### config.mk
export PLATFORM = sky130hd
export DESIGN_NAME = obj_scan
export DESIGN_NICKNAME = d
export VERILOG_FILES = /design/src/source/sprite_pkg.sv /design/src/source/obj_scan.sv
export VERILOG_INCLUDE_DIRS = /design/src /design/src/source
export SDC_FILE = /design/constraint.sdc
export NUM_CORES = 1
export LEC_CHECK = 0
export CORE_AREA = 2 2 104 96
export DETAILED_ROUTE_END_ITERATION = 16
export DIE_AREA = 0 0 106 98
export DONT_BUFFER_PORTS = 1
export PLACE_DENSITY_LB_ADDON = 0.25
export SLEW_MARGIN = 20
export SYNTH_ARGS = -nofsm -noshare
export SYNTH_HDL_FRONTEND = slang
export SYNTH_SLANG_ARGS = --single-unit
### constraint.sdc
create_clock -name clk -period 5.2 [get_ports clk]
set_input_delay 1.04 -clock clk [delete_from_list [all_inputs] [get_ports clk]]
set_output_delay 1.04 -clock clk [all_outputs]
set_load 0.02 [all_outputs]
### src/source/sprite_params.svh
//----------------------------------------------------------------------------
// Sprite engine sizing
// table depth, sprite size, line width and bus widths
//----------------------------------------------------------------------------
`ifndef SPRITE_PARAMS_SVH
`define SPRITE_PARAMS_SVH

`define OBJ_COUNT 32  // table entries
`define OBJ_IDX_W 5
`define OBJ_H     16  // lines per sprite
`define LINE_W    256 // pixels per line
`define POS_W     9   // positions wrap at 512
`define CODE_W    12
`define PAL_W     5
`define ROM_AW    17  // code and row
`define ROM_DW    32  // eight 4-bit pixels
`define PXL_W     9   // palette and colour

`endif

### src/source/sprite_pkg.sv
//----------------------------------------------------------------------------
// Sprite engine types
// table entries, host writes, draw jobs, buffer pixels and FSM states
//----------------------------------------------------------------------------
`include "sprite_params.svh"

package sprite_pkg;

    typedef struct packed {
        logic [`POS_W-1:0]  x;
        logic [`POS_W-1:0]  y;
        logic [`CODE_W-1:0] code;
        logic [`PAL_W-1:0]  pal;
        logic               hflip;
        logic               en;     // entry takes part in the scan
    } obj_entry_t;

    typedef enum logic [1:0] {
        ENTRY,
        OFF_X,
        OFF_Y
    } host_target_e;

    typedef struct packed {
        host_target_e          target;
        logic [`OBJ_IDX_W-1:0] idx;
        obj_entry_t            entry;
        logic [`POS_W-1:0]     offset;  // for OFF_X and OFF_Y
    } host_wr_t;

    typedef struct packed {
        logic [`ROM_AW-1:0] addr;   // ROM word for this row
        logic [`POS_W-1:0]  x;      // already scrolled
        logic [`PAL_W-1:0]  pal;
        logic               hflip;
    } draw_job_t;

    typedef struct packed {
        logic [`PAL_W-1:0] pal;
        logic [3:0]        colour;  // 0 is transparent
    } pixel_t;

    typedef enum logic [1:0] {
        SCAN_IDLE,
        SCAN_READ,
        SCAN_CHECK,
        SCAN_EMIT
    } scan_state_e;

    typedef enum logic [1:0] {
        DRAW_IDLE,
        DRAW_REQ,
        DRAW_WAIT,
        DRAW_WRITE
    } draw_state_e;

endpackage

### src/source/obj_scan.sv
//----------------------------------------------------------------------------
// Line scanner
// walks the object table at line start and issues draw jobs
//----------------------------------------------------------------------------
`timescale 1ns/1ps
`include "sprite_params.svh"

module obj_scan import sprite_pkg::*; (
    input  logic                  clk,
    input  logic                  arst_n,

    input  logic                  start,
    input  logic [`POS_W-1:0]     vrender,
    output logic                  busy,

    output logic [`OBJ_IDX_W-1:0] rd_idx,
    input  obj_entry_t            rd_entry,
    input  logic [`POS_W-1:0]     off_x,
    input  logic [`POS_W-1:0]     off_y,

    output logic                  job_valid,
    output draw_job_t             job,
    input  logic                  job_ready,
    input  logic                  draw_idle,
    output logic                  line_done
);

    localparam int IDX_W  = `OBJ_IDX_W;
    localparam int ROM_AW = `ROM_AW;

    scan_state_e        state;
    logic [IDX_W-1:0]   idx;
    logic [`POS_W-1:0]  line;
    logic [`POS_W-1:0]  row;        // modulo 512
    logic               hit;
    logic               last;
    logic               step;       // move on to the next entry
    logic               pending;    // table done, drawer may still be busy

    assign row    = line + off_y - rd_entry.y;
    assign hit    = rd_entry.en && row < `OBJ_H;
    assign last   = idx == IDX_W'(`OBJ_COUNT - 1);
    assign step   = (state == SCAN_CHECK && !hit) || (state == SCAN_EMIT && job_ready);
    assign busy   = state != SCAN_IDLE;
    assign rd_idx = idx;

    always_ff @(posedge clk or negedge arst_n) begin
        if (!arst_n) begin
            state     <= SCAN_IDLE;
            idx       <= '0;
            job_valid <= 1'b0;
            pending   <= 1'b0;
            line_done <= 1'b0;
        end else begin
            line_done <= 1'b0;
            case (state)
                SCAN_IDLE: begin
                    if (start) begin
                        idx     <= '0;
                        pending <= 1'b0;
                        state   <= SCAN_READ;
                    end else if (pending && draw_idle) begin
                        pending   <= 1'b0;
                        line_done <= 1'b1;
                    end
                end
                SCAN_READ:  state <= SCAN_CHECK;    // RAM read in flight
                SCAN_CHECK: begin
                    if (hit) begin
                        job_valid <= 1'b1;
                        state     <= SCAN_EMIT;
                    end
                end
                SCAN_EMIT: if (job_ready) job_valid <= 1'b0;
                default:   state <= SCAN_IDLE;
            endcase
            if (step) begin
                if (last) begin
                    pending <= 1'b1;
                    state   <= SCAN_IDLE;
                end else begin
                    idx   <= idx + 1'b1;
                    state <= SCAN_READ;
                end
            end
        end
    end

    always_ff @(posedge clk) begin
        if (state == SCAN_IDLE && start) line <= vrender;
        if (state == SCAN_CHECK && hit) begin
            job.addr  <= ROM_AW'(rd_entry.code) * ROM_AW'(`OBJ_H) + ROM_AW'(row);
            job.x     <= rd_entry.x - off_x;
            job.pal   <= rd_entry.pal;
            job.hflip <= rd_entry.hflip;
        end
    end

endmodule

==> out/metrics.yaml <==
ant_nets: 0
async_flop_share_pct: 19.6
path_max_fanout: 4
final_area_um2: 3410
grt_usage_pct: 11.6
syn_area_um2: 3150
post_drt_wl_per_cell_um: 14.3
rsz0062_at_grt: "false"
die_x_um: 106
synth_edf_count: 41
wl_um: 5860
ys_ff_latch: 51
cts_tree: "built"
gp_congestion: 0.827
syn-num-nets: 384
p_per_area_nw_per_um2: 388
grt_max_degree: 30
cts.sinks: 51
cts_made_buffers: 5
max_freq_mhz: 239
yosysMostFrequentCell: "inv_1"
dieHeight_um: 98
diodes: 0
grt_antenna_before_repair: 0
hp-class: "primary input to asynchronous set/reset pin"
clk_latency_ns: 0.30
drc_errors: 0
grt_pass1_vias: 1870
cts_max_level: 2
avgSynthCellArea_um2: 11.4
final_nets: 391
reg2reg_slack_ns: 1.43
grt_pass1_wl_um: 9420
vdd_drop_max_mv: 0.136
synth_cell_types: 42
first_pass_iters: 4
clk_pin_slew_worst_paths_ns: 0.10
fin_ws_ns: 1.02
critPathKind: "primary input to flip-flop"
finalSetupViolCount: 0
timing.final.crit_share_pct: 80.3
cts_resized: 0
crit_required_ns: 5.26
synth_cells: 276
num_vias: 1858
worstMarginPinSlew_ns: 0.528
hold_slack_ns: 0.419
holdBufCountCts: 0
placed_area_um2: 3320
fin_skew_ns: 0.00761
cts_max_path_buffers: 2
drive_above_1_share_pct: 6.69
drv_slew: 0
dp_slack_ns: 0.687
root_buffer: "clkbuf_8"
ios: 109
synth_largest_area_cell: "edfxtp_1"
synth_area_leaders: "edfxtp_1, ha_1, dfrtp_1"
max_cap_violations: 0
via_per_inst: 4.53
fin_tns_setup_ns: 0
syn2layout_area_growth_pct: 8.13
synthFlopType: "edfxtp_1"
die-area_um2: 10400
initial_core_util_pct: 33.5
post_cts_buffers: 0
hold_violations: 0
placementRows: 34
p_leak_nw: 1.50
ys_seq_area_share_pct: 47.0
netlist.area_leader.share_pct: 39.0
yosysWarnings: 0
outcome: "completed"
grt_remaining_overflow: 0
synth.top_cells.by_count: "inv_1, edfxtp_1, ha_1"
cp-start-kind: "primary input"
cp_data_arrival_time_ns: 4.24
core_um2: 9400
slew_headroom_pct: 64.8
period_minus_slack_ns: 4.18
drt_iter0_drc: 40
port_buffers: 0
dp_hpwl_um: 4870
end_kind: "flip-flop"
==> state kept, by name (all words and copies together) (netlist names) <==
| register | cells |
|---|---|
| state | 2 |
| pending | 1 |
| line_done | 1 |
| line | 9 |
| rd_idx | 5 |
| job | 32 |
| job_valid | 1 |
==> stage by stage <==
| step | cells | power (mW) | util (%) |
|---|---|---|---|
| final | 410 | 1.32 | 36.3 |
| after global routing | 410 | 1.45 | 36.3 |
| after CTS | 410 | 1.35 | 36.3 |
| after detailed placement | 402 | 1.12 | 35.3 |
| after global placement | 402 | 1.10 | 35.3 |
| after floorplan | 276 | 1.01 | - |
==> routing by layer <==
| layer | GRT usage (%) | routed length, um | vias up |
|---|---|---|---|
| li1 | - | - | 946 |
| met1 | 14.3 | 2500 | 851 |
| met2 | 19.3 | 2930 | 55 |
| met3 | 3.74 | 347 | 6 |
| met4 | 3.74 | 86 | 0 |
| met5 | 0 | 0 | - |
==> logic make-up after synthesis <==
logic type / synth area share, %
flops: 47.0
simple gates: 9.76
compound gates: 9.96
mux: 1.27
fa+ha+maj: 17.9
xor+xnor: 7.46
buf+inv: 6.71
==> report_power, final <==
| part | internal (mW) | leakage (nW) | total, mW | switching, mW |
|---|---|---|---|---|
| registers | 0.504 | 0.498 | 0.558 | 0.0540 |
| logic | 0.235 | 0.963 | 0.539 | 0.304 |
| clock network | 0.0939 | 0.0402 | 0.226 | 0.132 |
==> critical path, stage by stage <==
cell      delay (ns)
inv_1           0.03
fa_1            0.49
inv_1           0.07
fa_1            0.47
a21o_1          0.19
a21oi_1         0.23
xnor2_1         0.23
ha_1            0.24
inv_1           0.06
fa_1            0.39
inv_1           0.07
a21oi_1         0.06
o21bai_1        0.19
a21o_1          0.20
nand4_1         0.13
xnor2_1         0.14
==> layout make-up <==
type / instances / area, um2
Tap cell: 126 / 158
Clock buffer: 5 / 68.8
Multi-Input combinational cell: 169 / 1470
Timing Repair Buffer: 1 / 7.51
Inverter: 55 / 206
Clock inverter: 3 / 20.0
Fill cell: 957 / 5990
Sequential cell: 51 / 1480
==> layout by cell type (no fill, tap or decap), types with 4 or more instances in the layout <==
cell type and count:
a21o_1 8, a21oi_1 12, and3_1 4, clkbuf_8 5, dfrtp_1 10, edfxtp_1 41, fa_1 10, ha_1 29
inv_1 55, mux2i_1 4, nand2_1 15, nor2_1 10, o21ai_0 12, xnor2_1 16, xor2_1 9
==> path summary, 6_finish.rpt <==
path | from | cells after the start | to
min in group clk | pending$_DFF_PN0_ | 1 | pending$_DFF_PN0_
setup reg to reg | line[1]$_DFFE_PP_ | 16 | job[29]$_DFFE_PP_
setup / recovery | off_y[1] | 16 | job[29]$_DFFE_PP_
max in group asynchronous | arst_n | 0 | job_valid$_DFFE_PN0P_
hold / removal | arst_n | 0 | rd_idx[3]$_DFF_PN0_
hold reg to reg | pending$_DFF_PN0_ | 1 | pending$_DFF_PN0_
No activity file was read; power rests on OpenSTA's default activity.
