$ cat src/source/sprite_params.svh
//----------------------------------------------------------------------------
// Sprite engine sizing
// table depth, sprite size, line width and bus widths
//----------------------------------------------------------------------------
`ifndef SPRITE_PARAMS_SVH
`define SPRITE_PARAMS_SVH

`define OBJ_COUNT 32  // table entries
`define OBJ_IDX_W 5
`define OBJ_H     16  // lines per sprite
`define LINE_W    256 // pixels per line
`define POS_W     9   // positions wrap at 512
`define CODE_W    12
`define PAL_W     5
`define ROM_AW    17  // code and row
`define ROM_DW    32  // eight 4-bit pixels
`define PXL_W     9   // palette and colour

`endif

$ cat src/source/sprite_pkg.sv
//----------------------------------------------------------------------------
// Sprite engine types
// table entries, host writes, draw jobs, buffer pixels and FSM states
//----------------------------------------------------------------------------
`include "sprite_params.svh"

package sprite_pkg;

    typedef struct packed {
        logic [`POS_W-1:0]  x;
        logic [`POS_W-1:0]  y;
        logic [`CODE_W-1:0] code;
        logic [`PAL_W-1:0]  pal;
        logic               hflip;
        logic               en;     // entry takes part in the scan
    } obj_entry_t;

    typedef enum logic [1:0] {
        ENTRY,
        OFF_X,
        OFF_Y
    } host_target_e;

    typedef struct packed {
        host_target_e          target;
        logic [`OBJ_IDX_W-1:0] idx;
        obj_entry_t            entry;
        logic [`POS_W-1:0]     offset;  // for OFF_X and OFF_Y
    } host_wr_t;

    typedef struct packed {
        logic [`ROM_AW-1:0] addr;   // ROM word for this row
        logic [`POS_W-1:0]  x;      // already scrolled
        logic [`PAL_W-1:0]  pal;
        logic               hflip;
    } draw_job_t;

    typedef struct packed {
        logic [`PAL_W-1:0] pal;
        logic [3:0]        colour;  // 0 is transparent
    } pixel_t;

    typedef enum logic [1:0] {
        SCAN_IDLE,
        SCAN_READ,
        SCAN_CHECK,
        SCAN_EMIT
    } scan_state_e;

    typedef enum logic [1:0] {
        DRAW_IDLE,
        DRAW_REQ,
        DRAW_WAIT,
        DRAW_WRITE
    } draw_state_e;

endpackage

$ cat src/source/obj_draw.sv
//----------------------------------------------------------------------------
// Tile drawer
// fetches one ROM row per job and writes its opaque pixels into the
// line buffer, leaving pixels from lower table indexes in place
//----------------------------------------------------------------------------
`timescale 1ns/1ps
`include "sprite_params.svh"

module obj_draw import sprite_pkg::*; (
    input  logic               clk,
    input  logic               arst_n,

    input  logic               job_valid,
    input  draw_job_t          job,
    output logic               job_ready,
    output logic               idle,

    output logic               rom_req_valid,
    output logic [`ROM_AW-1:0] rom_addr,
    input  logic               rom_req_ready,
    input  logic               rom_rsp_valid,
    input  logic [`ROM_DW-1:0] rom_data,

    output logic               buf_wr,
    output logic [`POS_W-1:0]  buf_addr,
    output pixel_t             buf_pxl,
    output logic [`POS_W-1:0]  buf_rd_addr,
    input  pixel_t             buf_rd_pxl
);

    localparam int POS_W = `POS_W;

    draw_state_e        state;
    draw_job_t          job_q;
    logic [`ROM_DW-1:0] data_q;
    logic [3:0]         cnt;        // 0 to 8, read runs one ahead of write
    logic [2:0]         pix;        // pixel being written
    logic [2:0]         src;        // its nibble in the ROM word
    logic [3:0]         colour;
    logic [POS_W:0]     pos;        // extra bit catches the right edge

    assign job_ready     = state == DRAW_IDLE;
    assign idle          = state == DRAW_IDLE;
    assign rom_req_valid = state == DRAW_REQ;
    assign rom_addr      = job_q.addr;

    assign pix    = cnt[2:0] - 3'd1;
    assign src    = job_q.hflip ? ~pix : pix;   // 7 - pix when flipped
    assign colour = data_q[{src, 2'b00} +: 4];
    assign pos    = {1'b0, job_q.x} + {{(POS_W - 2){1'b0}}, pix};

    assign buf_rd_addr = job_q.x + POS_W'(cnt);
    assign buf_addr    = pos[POS_W-1:0];
    assign buf_pxl     = '{pal: job_q.pal, colour: colour};

    // opaque, on the line, and nothing drawn there yet
    assign buf_wr = state == DRAW_WRITE && cnt != 4'd0 && colour != 4'd0
                    && pos < `LINE_W && buf_rd_pxl.colour == 4'd0;

    always_ff @(posedge clk or negedge arst_n) begin
        if (!arst_n) begin
            state <= DRAW_IDLE;
            cnt   <= '0;
        end else begin
            case (state)
                DRAW_IDLE: if (job_valid) state <= DRAW_REQ;
                DRAW_REQ:  if (rom_req_ready) state <= DRAW_WAIT;
                DRAW_WAIT: begin
                    if (rom_rsp_valid) begin
                        cnt   <= '0;
                        state <= DRAW_WRITE;
                    end
                end
                DRAW_WRITE: begin
                    cnt <= cnt + 4'd1;
                    if (cnt == 4'd8) state <= DRAW_IDLE;
                end
                default: state <= DRAW_IDLE;
            endcase
        end
    end

    always_ff @(posedge clk) begin
        if (job_valid && job_ready) job_q <= job;
        if (state == DRAW_WAIT && rom_rsp_valid) data_q <= rom_data;
    end

    // one request in flight, so a response outside WAIT is stray
    a_rsp_in_wait: assert property (
        @(posedge clk) disable iff (!arst_n)
        rom_rsp_valid |-> state == DRAW_WAIT
    );

endmodule

$ cat config.mk
export PLATFORM = sky130hd
export DESIGN_NAME = obj_draw
export DESIGN_NICKNAME = d
export VERILOG_FILES = /design/src/source/sprite_pkg.sv /design/src/source/obj_draw.sv
export VERILOG_INCLUDE_DIRS = /design/src /design/src/source
export SDC_FILE = /design/constraint.sdc
export NUM_CORES = 1
export LEC_CHECK = 0
export BUFFER_PORTS_ARGS = -buffer_cell sky130_fd_sc_hd__buf_2
export CAP_MARGIN = 20
export CORE_UTILIZATION = 50
export CTS_CLUSTER_DIAMETER = 100
export DETAILED_ROUTE_END_ITERATION = 10
export PLACE_DENSITY_LB_ADDON = 0.08
export SETUP_SLACK_MARGIN = 0.4
export SYNTH_ARGS = -nofsm -noshare
export SYNTH_HDL_FRONTEND = slang
export SYNTH_SLANG_ARGS = --single-unit
$ cat constraint.sdc
create_clock -name clk -period 4.06 [get_ports clk]
set_input_delay 1.218 -clock clk [delete_from_list [all_inputs] [get_ports clk]]
set_output_delay 1.218 -clock clk [all_outputs]
set_load 0.02 [all_outputs]
==> results.sh <==
export IMPL_whs_ps=647
export IMPL_rsz0062_at_grt="yes"
export IMPL_clkTransAtPathRegs_ps=70
export IMPL_io_buffers=120
export IMPL_io_pins=126
export IMPL_worstMarginPinSlew_ps=515
export IMPL_hold_viol_final=0
export IMPL_h_tree_depth=3
export IMPL_peakVddDrop_mv=0.392
export IMPL_grt_max_degree=33
export IMPL_numClockSinks=70
export IMPL_regArea_um2=2070
export IMPL_via_per_inst=4.81
export IMPL_hpwl_um=4440
export IMPL_synth_seq_area_share=0.588
export IMPL_rows=30
export IMPL_ys_warn_count=0
export IMPL_wl_per_cell_um=14.0
export IMPL_path_class="flop to output port"
export IMPL_max_cap_violations=0
export IMPL_crit_arrival_ps=2660
export IMPL_syn_avg_cell_area_um2=15.7
export IMPL_async_flop_share=0.0857
export IMPL_clockBufferDepth=2
export IMPL_cts_root_buf="clkbuf_8"
export IMPL_syn_nets=318
export IMPL_grt_pass1_wl_um=9770
export IMPL_power_internal_mw=2.01
export IMPL_grtUsageTotal=0.182
export IMPL_pwr_share_seq=0.317
export IMPL_fmax_mhz=258
export IMPL_dieArea_um2=7390
export IMPL_die_h_um=86.0
export IMPL_post_place_ws_ps=133
export IMPL_ys_dominant_reg_cell="edfxtp_1"
export IMPL_place_congestion=0.775
export IMPL_status="finished, final reports clean"
export IMPL_hold_depth=2
export IMPL_antenna_found_initial=0
export IMPL_nets=440
export IMPL_finClkSkew_ps=8.49
export IMPL_cp_end_kind="output port"
export IMPL_r2r_cells=7
export IMPL_swShare=0.382
export IMPL_netlist_area_leader_share=0.545
export IMPL_p_sw_mw=1.24
export IMPL_drt_first_iter_violations=69
export IMPL_start_util=0.519
export IMPL_synth_top_area_cell="edfxtp_1"
export IMPL_setup_viol=0
export IMPL_tritoncts="yes"
export IMPL_cts_buffers=9
export IMPL_period_share=0.956
export IMPL_fillCellCount=504
export IMPL_ys_ff_latch=70
export IMPL_fin_ws_ps=180
export IMPL_slew_viol_final=0
export IMPL_instances_no_fill=448
export IMPL_hp_class="flop to flop"
export IMPL_area_growth_synth_to_final_pct=27.2
export IMPL_p_leak_nw=1.91
export IMPL_multi_input_area_um2=1250
export IMPL_synth_area_leaders="edfxtp_1 55%, mux4_2 6.4%, buf_4 5.3%"
export IMPL_routed_wl_um=6280
export IMPL_core_um2=6790
export IMPL_vias=2157
export IMPL_cp_data_required_time_ps=2840
export IMPL_drive_gt1_frac=0.526
export IMPL_relSlewSlack=0.656
export IMPL_p_comb_frac=0.512
export IMPL_dr_pass1_iters=4
export IMPL_powerDensity_nw_per_um2=726
export IMPL_ant_nets=0
export IMPL_drc=0
export IMPL_netlist_area_um2=3520
export IMPL_antenna_cells=0
export IMPL_ys_types=38
export IMPL_clock_latency_ps=350
export IMPL_cp_max_fo=4
export IMPL_die_w_um=86.0
export IMPL_start_kind="flop"
export IMPL_synth_most_common_cell="edfxtp_1"
export IMPL_dp_cells=415
export IMPL_synth_edf_count=64
export IMPL_grt_overflow=0
export IMPL_hold_buffers=0
export IMPL_synthCells=225
export IMPL_timing_setup_tns_ps=0
export IMPL_grt_pass1_vias=2045
export IMPL_pwr_share_clk=0.170
export IMPL_ys_top_cells_by_count="64 x edfxtp_1, 25 x buf_4, 13 x ha_1, 13 x mux2i_1, 11 x inv_1"
export IMPL_min_period_ps=3880
## cells by family after synthesis
family,count (synthesis),share of synthesized area
adders and majority gates,15,0.0575
buffers and inverters,43,0.0774
AOI/OAI and AO/OA,21,0.0394
xor gates and xnor gates,16,0.0437
and+or+nand+nor,31,0.0486
muxes,29,0.146
DFF,70,0.588
## path summary, 6_finish.rpt
kind	start	endpoint	slack, ps
min in group asynchronous	arst_n	state[1]	690
max in group asynchronous	arst_n	cnt[0]	3210
worst max register to register	state[0]	state[0]	2440
worst min-delay path	state[0]	state[0]	650
worst min register to register	state[0]	state[0]	650
worst max-delay path	cnt[0]	buf_wr	180
## layer usage
layer	global-route usage	part of all wire
met5	0	0
met4	0.0894	0.022
met3	0.0510	0.051
met2	0.302	0.50
met1	0.218	0.42
## power by group through the flow
stage	combinational [mW]	clock, mW	sequential (mW)
after floorplan	1.19	0	1.02
after global placement	1.45	0	1.04
after detailed placement	1.47	0	1.05
after CTS	1.64	0.572	1.03
after global routing	1.81	0.603	1.05
final	1.67	0.554	1.03
## what timing repair did
| item | 4_1_cts | 5_1_grt |
|---|---|---|
| pin swaps | 9 | 7 |
| resized for setup | 14 | 9 |
| buffers inserted | 14 | 3 |
| endpoints found under the setup margin | 7 | 8 |
| gates cloned | 0 | 0 |
## sequential cells by signal (all words and copies together), names as in the netlist
name	flops
job_q	10
state	2
data_q	32
cnt	4
rom_addr	17
buf_pxl	5
## placed cells by master (no fill, tap or decap), types with 2 or more instances in the layout
master	netlist	layout
a21o_1	3	3
nor3b_1	2	2
mux2i_1	13	13
nor2_2	0	2
nand3_1	3	2
dfrtp_1	6	5
nor2b_1	2	2
nor2_1	6	4
ha_2	0	2
buf_4	25	23
ha_1	13	10
clkbuf_8	0	9
a21oi_1	4	2
inv_1	11	10
clkinv_4	0	3
fa_2	0	2
buf_2	2	115
nand2_1	6	6
mux4_2	10	10
xnor2_1	8	8
xor2_1	7	7
buf_6	2	4
mux4_1	6	6
and2_1	2	2
o21ai_0	8	7
edfxtp_1	64	64
nand3b_1	2	2
nand4_1	2	2
## worst max-delay path: stages (launching register included)
cell	delay [ps]
dfrtp_2	390
clkinv_4	60
ha_4	170
xor2_1	140
ha_1	300
nor2b_1	140
o21ai_2	160
nor2_2	70
or2_2	310
a2111oi_4	370
buf_4	200
## layout make-up
class,instances,area share
well taps,96,0.0268
flip-flops and latches,70,0.462
multi-input cells,112,0.279
clock inverters,7,0.0162
clock buffers,9,0.0276
repair buffers,142,0.177
inverters,12,0.0112
## metrics by stage
step                      total power [mW]  area (um2)  utilization
after floorplan                       2.22        3570            -
after global placement                2.50        4090        0.602
after detailed placement              2.52        4090        0.602
after CTS                             3.25        4430        0.652
after global routing                  3.47        4480        0.660
final                                 3.25        4480        0.660
(Power assumes the default switching activity.)
